**src/mrd_consts.svh**
```systemverilog
`ifndef MRD_CONSTS_SVH
`define MRD_CONSTS_SVH

// memory organisation, sample i lives in bank i mod 7 at row i div 7
`define MRD_BANKS 7
`define MRD_ROW_W 9

// linear sample index and frame counters
`define MRD_ADDR_W 12

`define MRD_DATA_W 16 // per real / imaginary part

// frame configuration limits
`define MRD_MAX_FACTORS 6
`define MRD_MAX_PTS 2048

`endif

```
**src/mrd_pkg.sv**
```systemverilog
`include "mrd_consts.svh"

package mrd_pkg;

	typedef enum logic [1:0] {
		st_idle       = 2'd0,
		st_sink       = 2'd1,
		st_wait_to_rd = 2'd2,
		st_source     = 2'd3
	} mrd_state_e;

	// one complex sample, re in the upper half
	typedef struct packed {
		logic signed [`MRD_DATA_W-1:0] re;
		logic signed [`MRD_DATA_W-1:0] im;
	} cplx_t;

	typedef logic [`MRD_BANKS-1:0] bank_en_t; // bit b selects bank b

	typedef logic [2:0] factor_t; // radix 2 to 5

endpackage

```
**src/bank_divider_7.sv**
```systemverilog
`include "mrd_consts.svh"

module bank_divider_7 (
	input  logic [`MRD_ADDR_W-1:0] dividend,
	output logic [`MRD_ROW_W-1:0]  quotient,
	output logic [2:0]             remainder
);

	// floor(2^14 / 7), undershoots by at most one over the address range
	localparam logic [2*`MRD_ADDR_W-1:0] RECIP = 2340;
	localparam int SHIFT = 14;

	logic [2*`MRD_ADDR_W-1:0] prod;
	logic [`MRD_ADDR_W-1:0]   q_est;
	logic [`MRD_ADDR_W-1:0]   r_est;
	logic                     fix;

	assign prod  = dividend * RECIP;
	assign q_est = `MRD_ADDR_W'(prod >> SHIFT);
	assign r_est = dividend - q_est * 3'd7; // 0 .. 13
	assign fix   = (r_est >= 7);

	assign quotient  = `MRD_ROW_W'(fix ? q_est + 1'b1 : q_est);
	assign remainder = 3'(fix ? r_est - 3'd7 : r_est);

endmodule

```
**src/mrd_sink.sv**
```systemverilog
`include "mrd_consts.svh"

module mrd_sink
	import mrd_pkg::*;
(
	input  logic                   clk,
	input  logic                   rst_n,
	input  mrd_state_e             state,
	input  logic [`MRD_ADDR_W-1:0] dftpts,
	input  logic                   in_valid,
	input  logic                   in_sop,
	input  cplx_t                  in_data,
	output bank_en_t               wr_en,
	output logic [`MRD_ROW_W-1:0]  wr_row,
	output cplx_t                  wr_data,
	output logic                   sink_end
);

	logic                   accept;
	logic [`MRD_ADDR_W-1:0] cnt;
	logic [`MRD_ADDR_W-1:0] wr_addr;
	logic [`MRD_ROW_W-1:0]  row;
	logic [2:0]             bank_idx;

	assign accept  = (state == st_sink) && in_valid;
	assign wr_addr = in_sop ? '0 : cnt; // sop restarts the frame

	bank_divider_7 u_div (
		.dividend  (wr_addr),
		.quotient  (row),
		.remainder (bank_idx)
	);

	always_ff @(posedge clk)
	begin
		if (!rst_n)
		begin
			cnt      <= '0;
			wr_en    <= '0;
			sink_end <= 1'b0;
		end
		else
		begin
			if (state != st_sink)
				cnt <= '0;
			else if (accept)
				cnt <= wr_addr + 1'b1;
			wr_en    <= accept ? (bank_en_t'(1) << bank_idx) : '0;
			sink_end <= accept && (wr_addr == dftpts - 1'b1);
		end
	end

	always_ff @(posedge clk)
	begin
		wr_row  <= row;
		wr_data <= in_data;
	end

	a_cnt_range: assert property (@(posedge clk) disable iff (!rst_n)
		cnt <= dftpts)
		else $error("sink count ran past dftpts");

endmodule

```
**config.mk**
```make
export PLATFORM = sky130hd
export DESIGN_NAME = mrd_sink
export DESIGN_NICKNAME = d
export VERILOG_FILES = /design/src/mrd_pkg.sv /design/src/bank_divider_7.sv /design/src/mrd_sink.sv
export VERILOG_INCLUDE_DIRS = /design/src
export SDC_FILE = /design/constraint.sdc
export NUM_CORES = 1
export LEC_CHECK = 0
export ABC_AREA = 1
export BUFFER_PORTS_ARGS = -buffer_cell sky130_fd_sc_hd__buf_2
export CORE_MARGIN = 3
export CORE_UTILIZATION = 45
export DETAILED_ROUTE_END_ITERATION = 16
export GPL_TIMING_DRIVEN = 1
export PLACE_DENSITY = 0.67
export SLEW_MARGIN = 40
export SYNTH_ARGS = -nofsm -noshare
export SYNTH_HDL_FRONTEND = slang
export SYNTH_SLANG_ARGS = --single-unit
```
**constraint.sdc**
```tcl
create_clock -name clk -period 9 [get_ports clk]
set_clock_uncertainty 0.05 [all_clocks]
set_input_delay 1.8 -clock clk [delete_from_list [all_inputs] [get_ports clk]]
set_output_delay 1.8 -clock clk [all_outputs]
set_load 0.01 [all_outputs]
```
==> summary.md <==
| Metric | Value |
|---|---|
| Leakage | `3.564 nW` |
| Mapped Avg Cell Area | `7.454 sq um` |
| WL/cell | `13.84 um` |
| Num CTS Buffers | `9` |
| Final Wtd Congestion | `0.8847` |
| Post-Layout Cell Count | `944` |
| Cell mode on critical path | `inv_1` |
| Initial antenna violation count | `0` |
| CP endpoint kind | `flop` |
| CP Class | `in2reg` |
| Seq/Total Area, Yosys | `24.13%` |
| Die boundary width | `112.1 um` |
| Max transition margin | `66.16%` |
| # diodes | `0` |
| Core footprint | `10940 sq um` |
| Vias in the first global route | `4532` |
| Fin nets | `934` |
| I/O Pins | `99` |
| Setup crit start kind | `primary input` |
| Hold Crit Class | `reg2reg` |
| Place WS | `-0.2349 ns` |
| Detailed router's first-iteration violation count | `250` |
| Critical Path AT | `8.67 ns` |
| Post-synth cell types | `43` |
| Syn nets | `814` |
| Syn Inst Count | `679` |
| Die Ht | `112.1 um` |
| Number of synthesized flops with an enable pin | `0` |
| P&R area growth vs syn | `22.82%` |
| Synthesis-stage register bit count | `61` |
| Share of cells above drive strength 1 | `21.52%` |
| Vias per std cell | `4.888` |
| Largest net degree at the start of global routing | `12` |
| Clock latency on the worst-skew pair | `0.33 ns` |
| Commonest cells after routing, fill and taps aside | `nand2_1, inv_1, buf_2` |
| PD cells | `111.5 nW/um^2` |
| WL final | `13.07 mm` |
| Critical Path RT | `9.19 ns` |
| Drt drc | `0` |
| Total track usage | `21.16%` |
| Fin. max-slew vios | `0` |
| First-pass GRT wire length | `21.61 mm` |
| Root buf cell | `clkbuf_16` |
| Routed Antenna Nets | `0` |
| Status | `finished clean` |
| Commonest non-fill, non-tap cell in the layout | `nand2_1` |
| Fin crit share | `94.27%` |
| CTS Buffer Depth | `2` |
| Asr flop ratio synth | `0%` |
| Worst-Margin Slew | `0.5048 ns` |
| CP max FO | `10` |
| Fillers | `1043` |
| Min Tclk post-route | `8.484 ns` |
| Via count | `4614` |
| RSZ-0062 raised after global routing | `no` |
| Pwr Total | `693.2 uW` |
| Peak Freq | `117.9 MHz` |
| Main synth FF type | `dfxtp_1` |
| Ys Warns | `0` |
| # clock sinks | `61` |
| Critical-path top delay cell | `fa_1` |
| Port Buf Inserts | `98` |
| Final hold viol count | `0` |
| CTS tree | `built` |
| Die area | `12560 sq um` |
| Cell Rows | `38` |
| Max-cap viol count | `0` |
| H-tree depth | `3` |
| Placed insts | `928` |
| GRT overflow | `0` |
| Mapped cell area | `5061 sq um` |
| PnR worst setup slack | `0.5156 ns` |
| Clock Pin Slew Worst Setup and Hold Paths | `0.06 ns` |
| Peak supply drop | `0.1792 mV` |
| Final setup fails | `0` |
| Dpl hpwl | `11.03 mm` |
| Setup_tns | `0 ns` |
| Crit path largest cell delay | `0.57 ns` |
| Pre-antenna DRT Iters | `5` |
| Initial Util | `46.28%` |
-- final timing paths --
| kind | slack [ns] | from | cells after the start | endpoint |
|---|---|---|---|---|
| hold reg to reg | 0.44 | cnt[10] | 2 | cnt[10] |
| setup reg to reg | 1.83 | cnt[0] | 35 | wr_row[5] |
| setup / recovery | 0.52 | in_sop | 35 | wr_row[5] |
| hold / removal | 0.44 | cnt[10] | 2 | cnt[10] |
-- synthesized netlist by cell type (2+ instances only) --
library cell / n / share of area [%]
o21ai_1: 3 / 0.30
nor3_1: 10 / 0.99
nor2_2: 5 / 0.62
a21oi_2: 4 / 0.69
inv_1: 129 / 9.6
fa_1: 20 / 7.9
nand2_1: 133 / 9.9
o21bai_1: 4 / 0.59
xnor2_1: 13 / 2.2
a21o_1: 4 / 0.59
a211oi_1: 3 / 0.44
nand3_2: 8 / 1.6
nor2_1: 68 / 5.0
nand3_1: 30 / 3.0
nand2_2: 4 / 0.49
a31oi_1: 3 / 0.37
a21oi_1: 26 / 2.6
dfxtp_1: 61 / 24
xnor2_2: 2 / 0.64
xor2_1: 32 / 5.5
ha_1: 65 / 16
nor4_1: 2 / 0.25
nand4_1: 6 / 0.74
nor3b_1: 2 / 0.30
or2_2: 4 / 0.49
nand3b_1: 4 / 0.59
a31o_2: 2 / 0.35
o21ai_0: 17 / 1.7
-- cell families (layout without fill, tap and decap cells) --
logic type               Yosys count  in the layout  share of synthesized area, %
XOR/XNOR                          47             47                         8.430
buffers and inverters            131            256                         9.740
adder cells (fa/ha/maj)           85             85                         23.98
flip-flops                        61             61                         24.13
AND/OR/NAND/NOR                  281            281                         24.82
AO/OA/AOI/OAI                     74             74                         8.900
-- where the power goes --
part,internal (mW),switching (mW)
sequential,0.279,0.00169
clock,0.249,0.121
combinational,0.0196,0.0239
total,0.547,0.146
-- flip-flops by register name, indices dropped and copies added, names as in the netlist --
register and cells:
wr_en 7, wr_data 32, cnt 12, sink_end 1, wr_row 9
-- per-stage QoR --
stage | util, % | hold slack [ns] | instance area, sq um
CTS | 56.12 | 0.4334 | 6137
global placement | 53.15 | 0.4190 | 5812
detailed placement | 53.15 | 0.4265 | 5812
finish | 56.84 | 0.4373 | 6216
floorplan | - | 0.4046 | 5061
global route | 56.84 | 0.4691 | 6216
-- worst max-delay path, delay by kind of cell --
kind	cells	cell delay (ns)
adders and majority gates	6	2.61
and+or+nand+nor	12	1.75
AOI/OAI and AO/OA	7	1.32
buffers and inverters	8	0.71
xor gates and xnor gates	2	0.47
-- final cells by class --
cell class | instances | area [sq um] | area share, %
tap | 140 | 175.2 | 2.818
clock buffer | 10 | 239.0 | 3.845
clock inverter | 6 | 86.33 | 1.389
sequential | 61 | 1221 | 19.65
multi-input combinational | 487 | 3423 | 55.07
timing repair buffer | 110 | 583.1 | 9.380
inverter | 130 | 488.0 | 7.850
-- metal layers --
layer,global-route usage [%],vias to the layer above,share of wire (%)
met3,4.582,19,6.8
li1,-,2394,-
met1,27.43,2041,46
met5,0,-,0
met4,6.490,0,2.1
met2,35.49,160,45
-- repair_timing --
item / CTS / global route
setup endpoints to repair: 0 / 16
resized for setup: 0 / 16
hold buffers: 0 / 0
endpoints found under the hold margin: 0 / 0
setup buffers: 0 / 0
(Power assumes the default switching activity.)
