--- src/mrd_consts.svh ---
`ifndef MRD_CONSTS_SVH
`define MRD_CONSTS_SVH

// memory organisation, sample i lives in bank i mod 7 at row i div 7
`define MRD_BANKS 7
`define MRD_ROW_W 9

// linear sample index and frame counters
`define MRD_ADDR_W 12

`define MRD_DATA_W 16 // per real / imaginary part

// frame configuration limits
`define MRD_MAX_FACTORS 6
`define MRD_MAX_PTS 2048

`endif

--- src/mrd_pkg.sv ---
`include "mrd_consts.svh"

package mrd_pkg;

	typedef enum logic [1:0] {
		st_idle       = 2'd0,
		st_sink       = 2'd1,
		st_wait_to_rd = 2'd2,
		st_source     = 2'd3
	} mrd_state_e;

	// one complex sample, re in the upper half
	typedef struct packed {
		logic signed [`MRD_DATA_W-1:0] re;
		logic signed [`MRD_DATA_W-1:0] im;
	} cplx_t;

	typedef logic [`MRD_BANKS-1:0] bank_en_t; // bit b selects bank b

	typedef logic [2:0] factor_t; // radix 2 to 5

endpackage

--- src/bank_divider_7.sv ---
`include "mrd_consts.svh"

module bank_divider_7 (
	input  logic [`MRD_ADDR_W-1:0] dividend,
	output logic [`MRD_ROW_W-1:0]  quotient,
	output logic [2:0]             remainder
);

	// floor(2^14 / 7), undershoots by at most one over the address range
	localparam logic [2*`MRD_ADDR_W-1:0] RECIP = 2340;
	localparam int SHIFT = 14;

	logic [2*`MRD_ADDR_W-1:0] prod;
	logic [`MRD_ADDR_W-1:0]   q_est;
	logic [`MRD_ADDR_W-1:0]   r_est;
	logic                     fix;

	assign prod  = dividend * RECIP;
	assign q_est = `MRD_ADDR_W'(prod >> SHIFT);
	assign r_est = dividend - q_est * 3'd7; // 0 .. 13
	assign fix   = (r_est >= 7);

	assign quotient  = `MRD_ROW_W'(fix ? q_est + 1'b1 : q_est);
	assign remainder = 3'(fix ? r_est - 3'd7 : r_est);

endmodule

--- src/cta_addr_gen.sv ---
`include "mrd_consts.svh"

module cta_addr_gen
	import mrd_pkg::*;
(
	input  logic                           clk,
	input  logic                           rst_n,
	input  logic                           enable,
	input  logic [2:0]                     num_factors,
	input  factor_t [`MRD_MAX_FACTORS-1:0] nf,
	output logic [`MRD_ADDR_W-1:0]         addr
);

	factor_t [`MRD_MAX_FACTORS-1:0]                  digit;
	factor_t [`MRD_MAX_FACTORS-1:0]                  digit_nxt;
	logic [`MRD_MAX_FACTORS-1:0][`MRD_ADDR_W-1:0]    weight;
	logic [`MRD_ADDR_W-1:0]                          addr_sum;

	// digit j is weighted by the product of all factors above it
	always_comb
	begin
		logic [`MRD_ADDR_W-1:0] acc;
		acc = 1;
		for (int j = `MRD_MAX_FACTORS - 1; j >= 0; j--)
		begin
			if (j < int'(num_factors))
			begin
				weight[j] = acc;
				acc = acc * `MRD_ADDR_W'(nf[j]);
			end
			else
				weight[j] = '0;
		end
	end

	// mixed-radix increment, digit 0 fastest
	always_comb
	begin
		logic carry;
		carry     = 1'b1;
		digit_nxt = digit;
		for (int j = 0; j < `MRD_MAX_FACTORS; j++)
		begin
			if (carry && (j < int'(num_factors)))
			begin
				if (digit[j] == nf[j] - 3'd1)
					digit_nxt[j] = '0;
				else
				begin
					digit_nxt[j] = digit[j] + 3'd1;
					carry        = 1'b0;
				end
			end
		end
	end

	always_comb
	begin
		addr_sum = '0;
		for (int j = 0; j < `MRD_MAX_FACTORS; j++)
			addr_sum = addr_sum + `MRD_ADDR_W'(digit[j]) * weight[j];
	end

	always_ff @(posedge clk)
	begin
		if (!rst_n || !enable)
			digit <= '0;
		else
			digit <= digit_nxt;
		if (!rst_n)
			addr <= '0;
		else
			addr <= addr_sum;
	end

endmodule

--- src/mrd_source.sv ---
`include "mrd_consts.svh"

module mrd_source
	import mrd_pkg::*;
(
	input  logic                           clk,
	input  logic                           rst_n,
	input  mrd_state_e                     state,
	input  mrd_state_e                     state_r,
	input  logic [`MRD_ADDR_W-1:0]         dftpts,
	input  logic [2:0]                     num_factors,
	input  factor_t [`MRD_MAX_FACTORS-1:0] nf,
	input  cplx_t [`MRD_BANKS-1:0]         rd_data,
	output bank_en_t                       rd_en,
	output logic [`MRD_ROW_W-1:0]          rd_row,
	output logic                           out_valid,
	output logic                           out_sop,
	output logic                           out_eop,
	output cplx_t                          out_data,
	output logic                           source_end
);

	logic                   entry;
	logic                   addr_en;
	logic [`MRD_ADDR_W-1:0] rd_cnt;
	logic [`MRD_ADDR_W-1:0] cta_addr;
	logic [`MRD_ROW_W-1:0]  row;
	logic [2:0]             bank_idx;
	logic [2:0]             bank_idx_r;
	logic [2:0]             bank_idx_rr;
	logic                   addr_vld;
	logic                   addr_sop;
	logic                   addr_eop;
	logic                   rd_vld;
	logic                   rd_sop;
	logic                   rd_eop;
	logic                   ram_vld;
	logic                   ram_sop;
	logic                   ram_eop;

	assign entry   = (state == st_source) && (state_r != st_source);
	assign addr_en = entry || (rd_cnt != '0);

	// ongoing read counter, the generator runs for exactly dftpts cycles
	always_ff @(posedge clk)
	begin
		if (!rst_n)
			rd_cnt <= '0;
		else if (entry)
			rd_cnt <= 1;
		else if (rd_cnt != '0)
			rd_cnt <= (rd_cnt == dftpts - 1'b1) ? '0 : rd_cnt + 1'b1;
	end

	cta_addr_gen u_cta (
		.clk         (clk),
		.rst_n       (rst_n),
		.enable      (addr_en),
		.num_factors (num_factors),
		.nf          (nf),
		.addr        (cta_addr)
	);

	bank_divider_7 u_div (
		.dividend  (cta_addr),
		.quotient  (row),
		.remainder (bank_idx)
	);

	assign rd_en = rd_vld ? (bank_en_t'(1) << bank_idx_r) : '0;

	// valid / sop / eop follow the data through address, bank, ram and output stages
	always_ff @(posedge clk)
	begin
		if (!rst_n)
		begin
			addr_vld   <= 1'b0;
			addr_sop   <= 1'b0;
			addr_eop   <= 1'b0;
			rd_vld     <= 1'b0;
			rd_sop     <= 1'b0;
			rd_eop     <= 1'b0;
			ram_vld    <= 1'b0;
			ram_sop    <= 1'b0;
			ram_eop    <= 1'b0;
			out_valid  <= 1'b0;
			out_sop    <= 1'b0;
			out_eop    <= 1'b0;
			source_end <= 1'b0;
		end
		else
		begin
			addr_vld   <= addr_en;
			addr_sop   <= entry;
			addr_eop   <= addr_en && (rd_cnt == dftpts - 1'b1);
			rd_vld     <= addr_vld;
			rd_sop     <= addr_sop;
			rd_eop     <= addr_eop;
			ram_vld    <= rd_vld;
			ram_sop    <= rd_sop;
			ram_eop    <= rd_eop;
			out_valid  <= ram_vld;
			out_sop    <= ram_sop;
			out_eop    <= ram_eop;
			source_end <= out_eop;
		end
	end

	always_ff @(posedge clk)
	begin
		bank_idx_r  <= bank_idx;
		rd_row      <= row;
		bank_idx_rr <= bank_idx_r; // lines up with the ram output
		out_data    <= rd_data[bank_idx_rr];
	end

	a_rd_in_source: assert property (@(posedge clk) disable iff (!rst_n)
		(rd_en != '0) |-> (state == st_source))
		else $error("bank read outside the source phase");

endmodule

--- config.mk ---
export PLATFORM = sky130hd
export DESIGN_NAME = mrd_source
export DESIGN_NICKNAME = d
export VERILOG_FILES = /design/src/mrd_pkg.sv /design/src/bank_divider_7.sv /design/src/cta_addr_gen.sv /design/src/mrd_source.sv
export VERILOG_INCLUDE_DIRS = /design/src
export SDC_FILE = /design/constraint.sdc
export NUM_CORES = 1
export LEC_CHECK = 0
export ABC_CLOCK_PERIOD_IN_PS = 17520
export BUFFER_PORTS_ARGS = -buffer_cell sky130_fd_sc_hd__buf_4
export CAP_MARGIN = 20
export CORE_MARGIN = 2
export CORE_UTILIZATION = 50
export DETAILED_ROUTE_END_ITERATION = 6
export GPL_ROUTABILITY_DRIVEN = 1
export HOLD_SLACK_MARGIN = 0.15
export PLACE_DENSITY = 0.7
export SLEW_MARGIN = 25
export SYNTH_ARGS = -nofsm -noshare
export SYNTH_HDL_FRONTEND = slang
export SYNTH_SLANG_ARGS = --single-unit
--- constraint.sdc ---
create_clock -name clk -period 17.52 [get_ports clk]
set_clock_uncertainty 0.05 [all_clocks]
set_input_delay 2.628 -clock clk [delete_from_list [all_inputs] [get_ports clk]]
set_output_delay 2.628 -clock clk [all_outputs]
set_load 0.01 [all_outputs]
==> metrics <==
status finished clean; HP Class reg -> reg; Leakage 8.731 nW; dpl hpwl 36.05 mm; crit path DAT 14400 ps; WL final 42.52 mm; Setup CP Type in -> reg; DR vias 12520; metal2 WL 21.29 mm; share of layout cells above drive strength 1 20.26%; Seq cells post-synth 102; FP Rows 62; post-synth top area share 20.39%; Root Buffer clkbuf_16; IO Pins 315; GP Congestion 0.9042; count leader, synth inv_1; Setup crit end u_cta.addr[11]; crit path launch type primary input; Final Max Slew Viols 0; r2r setup slk 8720 ps; Final Cycle Share 81.01%; Layout Utilization 60.98%; Crit. Startpoint num_factors[2]; Area contributors post-synth fa_1, dfxtp_1, ha_1; slowest CP cell fa_1; # resized after CTS 0; port bufs 314; TritonRoute pass-1 iters 5; gr ovfl total 0; drt via density 5.375; final setup vio count 0; Worst Tran Pin Value 1054 ps; area delta synth->final 20.59%; Worst Path Max Fanout 50; maxcap violations 0; Post-synth top flop dfxtp_1; vias in the first global route 12580; Synth cell types 59; worst r2r dst bank_idx_r[1]; Rel. slew slack 29.73%; hold-fix buffer count after cts 0; initial core utilization 50.57%; initial DRC count 654; Post-Syn Area 14440 um^2; VDD IR max 0.00005577 V; CP peak stage delay 540 ps; Clk Latency, worst-skew pair 360 ps; clk sinks 102; DRT antenna net count 0; H-tree depth 3; top sig layer met5; reg2reg start u_cta.addr[4]; GRT Resource Usage Total 28.18%; synthesized net count 2243; Crit. End Element register; Reg clk slew, reported paths 80 ps; Top cell by count, worst path fa_1; WL met3 2.530 mm; Syn Area/Cell 8.639 um^2; TritonCTS clock tree yes; CTS buffer count 9; Tmin final 14190 ps; FF-to-FF path depth 29; post-CTS setup-driven buffer insertion count 0; fmax 70.46 MHz; required time worst endpoint 17730 ps; cell taking the most area after synthesis fa_1; RSZ-0062 raised after global routing false; Placeable Area 28550 um^2; drt wl/cell 18.26 um; Max clock buf depth 2; Syn. warnings 0; Die H 173.9 um; Commonest cells post-synth inv_1, ha_1, fa_1; pin count of the biggest net entering global routing 66; first-pass GRT wire length 66.85 mm; share of flip-flops with an asynchronous set or reset 0%; met1 wire length 17.04 mm; Final Hold Vio Count 0; initial antenna violation count 6; synthesized netlist cell count 1671; post-route setup TNS 0 ps; DIE WIDTH 173.9 um; sequential fraction of the synthesis area 14.15%; DIE AREA 30240 um^2; Post-synth EDFFs 0; Power Dens Cells 62.22 nW/um^2; DRC errors left 0; Final #Nets 2507
-- report_power, final --
group / internal, W / total (W) / switching [W]
clock network: 0.000117 / 0.000222 / 0.000105
logic: 0.000263 / 0.000513 / 0.000251
registers: 0.000282 / 0.000347 / 0.0000654
total: 0.000662 / 0.00108 / 0.000421
-- state kept, by name, indices dropped and copies added (netlist names), 3 cells and up --
name,cells
out_data,32
u_cta.digit,18
rd_cnt,12
u_cta.addr,12
rd_row,9
bank_idx_r,3
bank_idx_rr,3
-- stage by stage --
step / cell area [um^2] / instances / hold WS, ps / setup slack [ps] / total power, W
after floorplan: 14440 / 1671 / 292.8 / 3685 / 0.0006628
after global placement: 17060 / 2307 / 311.3 / 3259 / 0.0008527
after detailed placement: 17060 / 2307 / 314.7 / 2959 / 0.0008618
after CTS: 17370 / 2323 / 327.6 / 3347 / 0.001087
after global routing: 17410 / 2329 / 338.6 / 2512 / 0.001152
final: 17410 / 2329 / 322.9 / 3327 / 0.001083
-- worst min-delay path by stage --
stage | to | from | slack [ps] | cells after the start
2_1_floorplan | bank_idx_rr[0] | bank_idx_r[0] | 290 | 0
3_3_place_gp | bank_idx_rr[0] | bank_idx_r[0] | 310 | 0
3_5_place_dp | bank_idx_rr[0] | bank_idx_r[0] | 310 | 0
5_1_grt | bank_idx_rr[0] | bank_idx_r[0] | 340 | 0
4_1_cts | bank_idx_rr[0] | bank_idx_r[0] | 330 | 0
6_report | bank_idx_rr[0] | bank_idx_r[0] | 320 | 0
-- cells in the final DEF, fill, tap and decap left out, types with 4 or more instances in the layout --
cell         n
o21a_1       8
o2111ai_1    6
a21oi_1    116
dfxtp_1     99
o21ai_0     31
inv_1      235
xor2_1      27
mux2i_1     43
nand3b_1     8
and2_1      76
a211oi_1     7
or2_2        7
xnor2_1     78
nor2_1     143
ha_1       162
o21bai_1     4
clkbuf_16    9
nand2b_1    12
diode_2      5
nor3b_1      4
fa_1       147
a21boi_0     4
a31oi_1      4
mux4_2      32
nor3_1      27
nand2_1    113
nand4_1      5
or3_1        4
nor4_1       4
buf_4      318
nand3_1     44
nor2b_1     16
a21o_1      21
and3_1      67
-- worst max-delay path, delay by kind of cell --
| family | cells | cell delay (ps) |
|---|---|---|
| AOI/OAI and AO/OA | 8 | 1600 |
| xor gates and xnor gates | 5 | 1000 |
| adders and majority gates | 14 | 6170 |
| buffers and inverters | 8 | 670 |
| and+or+nand+nor | 11 | 2310 |
-- area by class of cell --
cell class | instances | area (um^2)
inverter | 235 | 882.1
clock inverter | 6 | 75.07
timing repair buffer | 319 | 2407
clock buffer | 10 | 239.0
antenna | 5 | 12.51
multi-input combinational | 1268 | 11260
sequential | 102 | 2053
fill | 2572 | 11140
tap | 384 | 480.5
-- logic make-up (layout without fill, tap and decap cells) --
family	count (synthesis)	count (layout)	synth area share, %
AO/OA/AOI/OAI	224	224	9.266
XOR/XNOR	108	108	6.839
adder cells (fa/ha/maj)	309	309	34.43
buffers and inverters	301	570	7.879
flip-flops	102	102	14.15
multiplexers	78	78	8.234
other	0	5	0
AND/OR/NAND/NOR	549	549	19.21
-- per-layer routing --
| layer | vias up | global-route usage (%) |
|---|---|---|
| li1 | 6048 | - |
| met1 | 6028 | 33.84 |
| met2 | 372 | 49.50 |
| met3 | 68 | 5.446 |
| met4 | 2 | 11.66 |
| met5 | - | 0 |
(Power assumes the default switching activity.)
