--- config.mk ---
export PLATFORM = sky130hd
export DESIGN_NAME = mrd_ctrl
export DESIGN_NICKNAME = d
export VERILOG_FILES = /design/src/mrd_pkg.sv /design/src/mrd_ctrl.sv
export VERILOG_INCLUDE_DIRS = /design/src
export SDC_FILE = /design/constraint.sdc
export NUM_CORES = 1
export LEC_CHECK = 0
export ABC_AREA = 0
export BUFFER_PORTS_ARGS = -buffer_cell sky130_fd_sc_hd__buf_2
export CORE_MARGIN = 8
export CORE_UTILIZATION = 40
export CTS_BUF_LIST = sky130_fd_sc_hd__clkbuf_4 sky130_fd_sc_hd__clkbuf_8 sky130_fd_sc_hd__clkbuf_16
export CTS_CLUSTER_DIAMETER = 30
export DETAILED_ROUTE_END_ITERATION = 10
export GPL_ROUTABILITY_DRIVEN = 0
export PLACE_DENSITY = 0.84
export SLEW_MARGIN = 5
export SYNTH_ARGS = -nofsm -noshare
export SYNTH_HDL_FRONTEND = slang
export SYNTH_SLANG_ARGS = --single-unit
--- constraint.sdc ---
create_clock -name clk -period 1.2 [get_ports clk]
set_input_delay 0.18 -clock clk [delete_from_list [all_inputs] [get_ports clk]]
set_output_delay 0.18 -clock clk [all_outputs]
set_load 0.05 [all_outputs]
--- src/mrd_consts.svh ---
`ifndef MRD_CONSTS_SVH
`define MRD_CONSTS_SVH

// memory organisation, sample i lives in bank i mod 7 at row i div 7
`define MRD_BANKS 7
`define MRD_ROW_W 9

// linear sample index and frame counters
`define MRD_ADDR_W 12

`define MRD_DATA_W 16 // per real / imaginary part

// frame configuration limits
`define MRD_MAX_FACTORS 6
`define MRD_MAX_PTS 2048

`endif

--- src/mrd_pkg.sv ---
`include "mrd_consts.svh"

package mrd_pkg;

	typedef enum logic [1:0] {
		st_idle       = 2'd0,
		st_sink       = 2'd1,
		st_wait_to_rd = 2'd2,
		st_source     = 2'd3
	} mrd_state_e;

	// one complex sample, re in the upper half
	typedef struct packed {
		logic signed [`MRD_DATA_W-1:0] re;
		logic signed [`MRD_DATA_W-1:0] im;
	} cplx_t;

	typedef logic [`MRD_BANKS-1:0] bank_en_t; // bit b selects bank b

	typedef logic [2:0] factor_t; // radix 2 to 5

endpackage

--- src/mrd_ctrl.sv ---
`include "mrd_consts.svh"

module mrd_ctrl
	import mrd_pkg::*;
(
	input  logic                                clk,
	input  logic                                rst_n,
	input  logic                                start,
	input  logic [`MRD_ADDR_W-1:0]              cfg_dftpts,
	input  logic [2:0]                          cfg_num_factors,
	input  factor_t [`MRD_MAX_FACTORS-1:0]      cfg_nf,
	input  logic                                sink_end,
	input  logic                                source_end,
	output mrd_state_e                          state,
	output mrd_state_e                          state_r,
	output logic [`MRD_ADDR_W-1:0]              dftpts,
	output logic [2:0]                          num_factors,
	output factor_t [`MRD_MAX_FACTORS-1:0]      nf,
	output logic                                busy,
	output logic                                done
);

	logic start_ok;

	assign start_ok = start && !busy && (state == st_idle);

	always_ff @(posedge clk)
	begin
		if (!rst_n)
		begin
			state   <= st_idle;
			state_r <= st_idle;
			busy    <= 1'b0;
			done    <= 1'b0;
		end
		else
		begin
			state_r <= state;
			done    <= 1'b0;
			case (state)
			st_idle:
				if (start_ok)
					state <= st_sink;
			st_sink:
				if (sink_end)
					state <= st_wait_to_rd;
			st_wait_to_rd:
				state <= st_source; // banks hold the whole frame by now
			st_source:
				if (source_end)
				begin
					state <= st_idle;
					done  <= 1'b1;
				end
			default:
				state <= st_idle;
			endcase

			if (start_ok)
				busy <= 1'b1;
			else if (done)
				busy <= 1'b0;
		end
	end

	// frame configuration, held for the whole frame
	always_ff @(posedge clk)
	begin
		if (!rst_n)
		begin
			dftpts      <= '0;
			num_factors <= '0;
			nf          <= '0;
		end
		else if (start_ok)
		begin
			dftpts      <= cfg_dftpts;
			num_factors <= cfg_num_factors;
			nf          <= cfg_nf;
		end
	end

	a_no_start_busy: assert property (@(posedge clk) disable iff (!rst_n)
		busy |-> !start)
		else $error("start pulsed while busy");

	a_sink_end_phase: assert property (@(posedge clk) disable iff (!rst_n)
		sink_end |-> (state == st_sink))
		else $error("sink_end outside the sink phase");

endmodule

==> impl_metrics.env, run 1 <==
export IMPL_status="finished, violations left"
export IMPL_violations="negative setup slack"
export IMPL_setup_viol=35
export IMPL_clock_path_buffers=2
export IMPL_grt_overflow_total=0
export IMPL_wl_per_cell_um=13.9
export IMPL_cp_slowest_stage_delay_ns=0.40
export IMPL_drive_gt1_share_pct=56.4
export IMPL_postSynth_asyncResetShare_pct=0
export IMPL_synth_area_top_cells="dfxtp_1 (52%), nand2_1 (17%), a21boi_1 (15%)"
export IMPL_worstMarginPinSlew_ns=0.297
export IMPL_clkSinkCount=39
export IMPL_power_leakage_uw=0.00114
export IMPL_r2r_start="state[0]"
export IMPL_min_period_over_period_pct=109
export IMPL_final_cells=312
export IMPL_cts_tree="yes"
export IMPL_yosys_area_top_type_share_pct=51.7
export IMPL_ff2ff_setup_slack_ns=-0.11
export IMPL_netlist_top_cells_count="nand2_1 (69), dfxtp_1 (39), a21boi_1 (30)"
export IMPL_crit_fanout=7
export IMPL_ant_nets=0
export IMPL_worstSetupStartpointType="flip-flop"
export IMPL_fin_nets=306
export IMPL_syn_nets=216
export IMPL_via_per_inst=4.67
export IMPL_setup_ws_ns=-0.109
export IMPL_cts_buffers=5
export IMPL_synth_most_common_cell="nand2_1"
export IMPL_grtUsageTotal_pct=14.3
export IMPL_syn2layout_area_growth_pct=56.9
export IMPL_final_hold_violation_count=0
export IMPL_grt_use_met2_pct=24.9
export IMPL_place_area_mm2=0.00202
export IMPL_clk_latency_ns=0.29
export IMPL_die_w_um=77.4
export IMPL_final_min_clock_period_ns=1.31
export IMPL_hpwl_mm=2.77
export IMPL_yosysTopAreaCell="dfxtp_1"
export IMPL_num_rows=22
export IMPL_dr_pass1_iters=4
export IMPL_seq_area_frac_synth_pct=51.7
export IMPL_ys_flop_type="dfxtp_1"
export IMPL_htreeDepth=2
export IMPL_port_buffers=76
export IMPL_crit_type="reg -> reg"
export IMPL_core_area_mm2=0.00363
export IMPL_critical_path_top_delay_family="flip-flops"
export IMPL_met1_usage_pct=14.1
export IMPL_antenna_found_initial=0
export IMPL_crit_path_end_kind="flip-flop"
export IMPL_rsz0062_at_grt="yes"
export IMPL_slew_viol_final=0
export IMPL_diodes=0
export IMPL_placed_cells=297
export IMPL_gr_max_usage_layer="met2"
export IMPL_cp_data_arrival_time_ns=1.53
export IMPL_reg2reg_depth=7
export IMPL_die_h_um=77.4
export IMPL_synth_edf_count=0
export IMPL_crit_buf_inv=3
export IMPL_crit_required_ns=1.42
export IMPL_dieArea_mm2=0.00600
export IMPL_maxCapViolCount=0
export IMPL_clockRootBuffer="clkbuf_8"
export IMPL_relSlewSlack_pct=80.2
export IMPL_synth_seq_cells=39
export IMPL_min_path_type="in -> reg"
export IMPL_holdPathStages=3
export IMPL_cts_hold_buf=0
export IMPL_syn_cell_area_mm2=0.00151
export IMPL_rr_endpoint="nf[8]"
export IMPL_final_cell_area_mm2=0.00237
export IMPL_max_freq_ghz=0.764
export IMPL_wl_mm=4.34
export IMPL_grt_max_degree=23
export IMPL_worstHoldEndpoint="dftpts[2]"
export IMPL_ios=77
export IMPL_syn_area_per_cell_um2=8.73
export IMPL_critical_path_cell_chain="inv_4 -> ha_4 -> nand3b_1 -> buf_6 -> buf_8 -> nand2_2 -> a21boi_2"
export IMPL_power_density_mw_per_mm2=2350
export IMPL_cts_clk_slew_worst_paths_ns=0.07
export IMPL_cp_slowest_cell="dfxtp_4"
export IMPL_drtIter0Drc=66
export IMPL_vdd_drop_max_mv=1.20
export IMPL_grt_pass1_wl_mm=6.98
export IMPL_grt_use_met3_pct=8.06
export IMPL_ys_types=17
export IMPL_initial_utilization_pct=41.6
export IMPL_grt_pass1_vias=1522
export IMPL_skew_ns=0.00622
export IMPL_synthCells=173
export IMPL_drc=0
export IMPL_yosysWarningCount=0
export IMPL_min_from="cfg_dftpts[2]"
export IMPL_via_count=1458
## metal layers
metal	routed length, µm	up-vias
met4	45	0
li1	-	732
met3	436	7
met2	2120	59
met1	1740	660
met5	0	-
## worst register-to-register path, stage by stage, from the launching register on
cell and delay, ns:
dfxtp_4 0.40, inv_4 0.05, ha_4 0.15, nand3b_1 0.16
buf_6 0.16, buf_8 0.13, nand2_2 0.06, a21boi_2 0.13
## how the worst max path moves through the flow
stage,startpoint,endpoint,cells past startpoint
2_1_floorplan,state[1],state[0],4
3_3_place_gp,state[0],state[1],4
3_5_place_dp,state[0],state[0],4
4_1_cts,state[0],state[0],4
5_1_grt,state[0],nf[8],7
6_report,state[0],nf[8],7
## registers in the layout, indices dropped and copies added (netlist names)
signal	count
num_factors	3
state_r	2
busy	1
done	1
dftpts	12
state	2
nf	18
## where the power goes
| group | leakage [µW] | switching [µW] | internal (µW) | total, µW |
|---|---|---|---|---|
| Clock | 0.0000549 | 422 | 547 | 969 |
| Sequential | 0.000321 | 184 | 1580 | 1760 |
| Combinational | 0.000759 | 1810 | 1030 | 2840 |
| Total | 0.00114 | 2420 | 3150 | 5570 |
## layout make-up
cell class	count	area (µm²)
inverters	6	27.5
flip-flops and latches	39	790
repair buffers	94	588
fillers	325	1260
clock buffers	8	104
multi-input cells	117	801
well taps	48	60.1
## metrics by stage
| stage | power [µW] | util, % | hold slack, ns | worst slack [ns] | setup TNS (ns) |
|---|---|---|---|---|---|
| after floorplan | 3510 | - | 0.315 | -0.160 | -4.02 |
| after global placement | 4000 | 55.5 | 0.419 | -0.0381 | -0.0719 |
| after detailed placement | 4060 | 55.5 | 0.426 | -0.0628 | -0.593 |
| after CTS | 5450 | 62.6 | 0.116 | -0.110 | -2.41 |
| after global routing | 5900 | 65.2 | 0.127 | -0.184 | -4.79 |
| final | 5570 | 65.2 | 0.125 | -0.109 | -2.41 |
## repair_timing
item | 4_1_cts | 5_1_grt
setup buffers | 3 | 0
gates cloned | 4 | 1
gates resized for setup | 37 | 24
pin swaps | 30 | 18
setup endpoints to repair | 37 | 37
## cell families (layout without fill, tap and decap cells)
logic type               Yosys count  in the layout  share of synthesized area (%)
AND/OR/NAND/NOR                   74             74                           19.6
flip-flops                        39             39                           51.7
AO/OA/AOI/OAI                     36             36                           17.9
buffers and inverters             17            108                           5.38
adder cells (fa/ha/maj)            5              5                           4.14
multiplexers                       2              2                           1.33
## placed cells by master (no fill, tap or decap), types with 2 or more instances in the layout
master	instances
nand2b_1	2
inv_4	2
ha_4	3
clkbuf_8	7
dfxtp_4	2
inv_1	3
buf_8	3
dfxtp_1	36
buf_4	11
a21boi_1	25
buf_6	4
nand2_4	2
ha_1	2
a21boi_2	9
nand2_1	41
mux2i_1	2
nand2_2	26
buf_2	74
Note: power is estimated with default switching activity, not from simulation.
==> inputs of run 2 (changes only) <==
- CORE_UTILIZATION: 40 -> 38
- PLACE_DENSITY: 0.84 -> 0.8
==> run 2 against run 1 <==
Effect of this change:
- the run still ends with negative setup slack left
- clock power is 10% lower
- non-clock buffer count is 6 lower
- flip-flop and latch count is the same
- via count shrank 4.2%
- sequential share of layout area up 2.1 points
- design area shrank 5.8%
- sequential power barely moved
- cell count shrank 1.3%
- utilization fell by 8.2 points
- combinational power shrank 11%
==> impl_metrics.env, run 2 (synthesized netlist as in run 1, its figures left out) <==
export IMPL_status="finished, violations left"
export IMPL_violations="negative setup slack"
export IMPL_top_register="nf"
export IMPL_rsz0062_at_grt="yes"
export IMPL_grt_pass1_wl_mm=6.44
export IMPL_die_w_um=79.0
export IMPL_htreeDepth=2
export IMPL_port_buffers=76
export IMPL_p_switching_uw=2280
export IMPL_power_density_mw_per_mm2=2310
export IMPL_via_per_inst=4.54
export IMPL_wl_mm=4.01
export IMPL_cp_slowest_cell="dfxtp_4"
export IMPL_grtUsageTotal_pct=12.8
export IMPL_final_cell_area_mm2=0.00223
export IMPL_max_freq_ghz=0.749
export IMPL_setup_ws_ns=-0.135
export IMPL_hold_slack_ns=0.127
export IMPL_clock_path_buffers=2
export IMPL_min_path_type="in -> reg"
export IMPL_final_util_pct=57.0
export IMPL_grt_overflow_total=0
export IMPL_crit_type="reg -> reg"
export IMPL_relSlewSlack_pct=74.1
export IMPL_antenna_found_initial=0
export IMPL_num_rows=23
export IMPL_nFillCells=378
export IMPL_final_min_clock_period_ns=1.33
export IMPL_power_uw=5150
export IMPL_holdPathStages=3
export IMPL_ant_nets=0
export IMPL_grt_pass1_vias=1406
export IMPL_place_area_mm2=0.00201
export IMPL_drc=0
export IMPL_p_int_uw=2870
export IMPL_clockRootBuffer="clkbuf_8"
export IMPL_worstSetupStartpointType="flip-flop"
export IMPL_ios=77
export IMPL_reg_top3="nf x18, dftpts x12, num_factors x3"
export IMPL_clkSinkCount=39
export IMPL_cts_tree="yes"
export IMPL_diodes=0
export IMPL_skew_ns=0.00183
export IMPL_dr_pass1_iters=6
export IMPL_die_h_um=79.0
export IMPL_regArea_um2=790
export IMPL_p_comb_share_pct=49.1
export IMPL_crit_fanout=4
export IMPL_cp_slowest_stage_delay_ns=0.39
export IMPL_critical_path_top_delay_family="flip-flops"
export IMPL_startpoint="state[1]"
export IMPL_vdd_drop_max_mv=1.76
export IMPL_p_seq_share_pct=34.0
export IMPL_cts_clk_slew_worst_paths_ns=0.07
export IMPL_setup_viol=35
export IMPL_netSwitchingFraction_pct=44.3
export IMPL_multi_input_area_um2=736
export IMPL_wl_per_cell_um=13.0
export IMPL_hpwl_mm=2.72
export IMPL_power_leakage_uw=0.00107
export IMPL_crit_buf_inv=2
export IMPL_final_cell_mix="buf_2 (74), nand2_1 (60), dfxtp_1 (36)"
export IMPL_grt_max_degree=35
export IMPL_cts_buffers=5
export IMPL_reg2reg_depth=5
export IMPL_syn2layout_area_growth_pct=47.8
export IMPL_r2r_start="state[1]"
export IMPL_critical_path_cell_chain="inv_4 -> ha_4 -> a222oi_1 -> buf_4 -> mux2i_1"
export IMPL_slew_viol_final=0
export IMPL_tns_ns=-2.06
export IMPL_p_clk_share_pct=16.9
export IMPL_fin_nets=300
export IMPL_core_area_mm2=0.00391
export IMPL_worstMarginPinSlew_ns=0.388
export IMPL_layout_commonest_cell="buf_2"
export IMPL_worstSetupPathDepth=5
export IMPL_drtIter0Drc=47
export IMPL_via_count=1397
export IMPL_dieArea_mm2=0.00625
export IMPL_largest_reg_flops=18
export IMPL_maxCapViolCount=0
export IMPL_crit_path_end_kind="flip-flop"
export IMPL_min_period_over_period_pct=111
export IMPL_min_from="cfg_nf[10]"
export IMPL_initial_utilization_pct=38.6
export IMPL_clk_latency_ns=0.28
export IMPL_drive_gt1_share_pct=47.3
export IMPL_crit_required_ns=1.41
export IMPL_cp_data_arrival_time_ns=1.54
export IMPL_final_hold_violation_count=0
run 2: worst min-delay path, stage by stage:
cell and delay, ns:
buf_2 0.09, nand2_1 0.04, a21boi_1 0.04
run 2: through the flow:
stage               setup slack (ns)  cells
finish                        -0.135    308
floorplan                     -0.160    173
global placement             -0.0342    295
CTS                           -0.126    308
global route                  -0.182    308
detailed placement           -0.0992    295
run 2: timing repair:
item                                    CTS  global route
resized for setup                        16            13
buffers inserted                          3             0
pin swaps                                 4            10
cloned                                    2             0
endpoints found under the setup margin   36            36
hold buffers                              0             0
run 2: layout make-up:
type / count / share of cell area, %
Sequential cell: 39 / 35.4
Multi-Input combinational cell: 117 / 33.0
Timing Repair Buffer: 88 / 23.7
Clock buffer: 7 / 3.76
Tap cell: 50 / 2.80
Inverter: 6 / 1.23
Clock inverter: 1 / 0.224
run 2: path summary, 6_finish.rpt:
path	end	slack, ns
max	state[0]	-0.13
max reg2reg	state[0]	-0.13
min	nf[10]	0.13
min reg2reg	dftpts[1]	0.45
run 2: layer usage:
layer  global-route usage, %  routed length (µm)
met4                    3.52                  38
met3                    6.21                 372
met2                    21.4                1840
met5                       0                   0
met1                    14.1                1760
run 2: power groups by stage:
stage          clock (µW)  sequential [µW]  combinational (µW)
2_1_floorplan           0             2660                 849
3_3_place_gp            0             1750                2250
3_5_place_dp            0             1760                2260
4_1_cts               911             1740                2480
5_1_grt               975             1790                2700
6_report              869             1750                2530
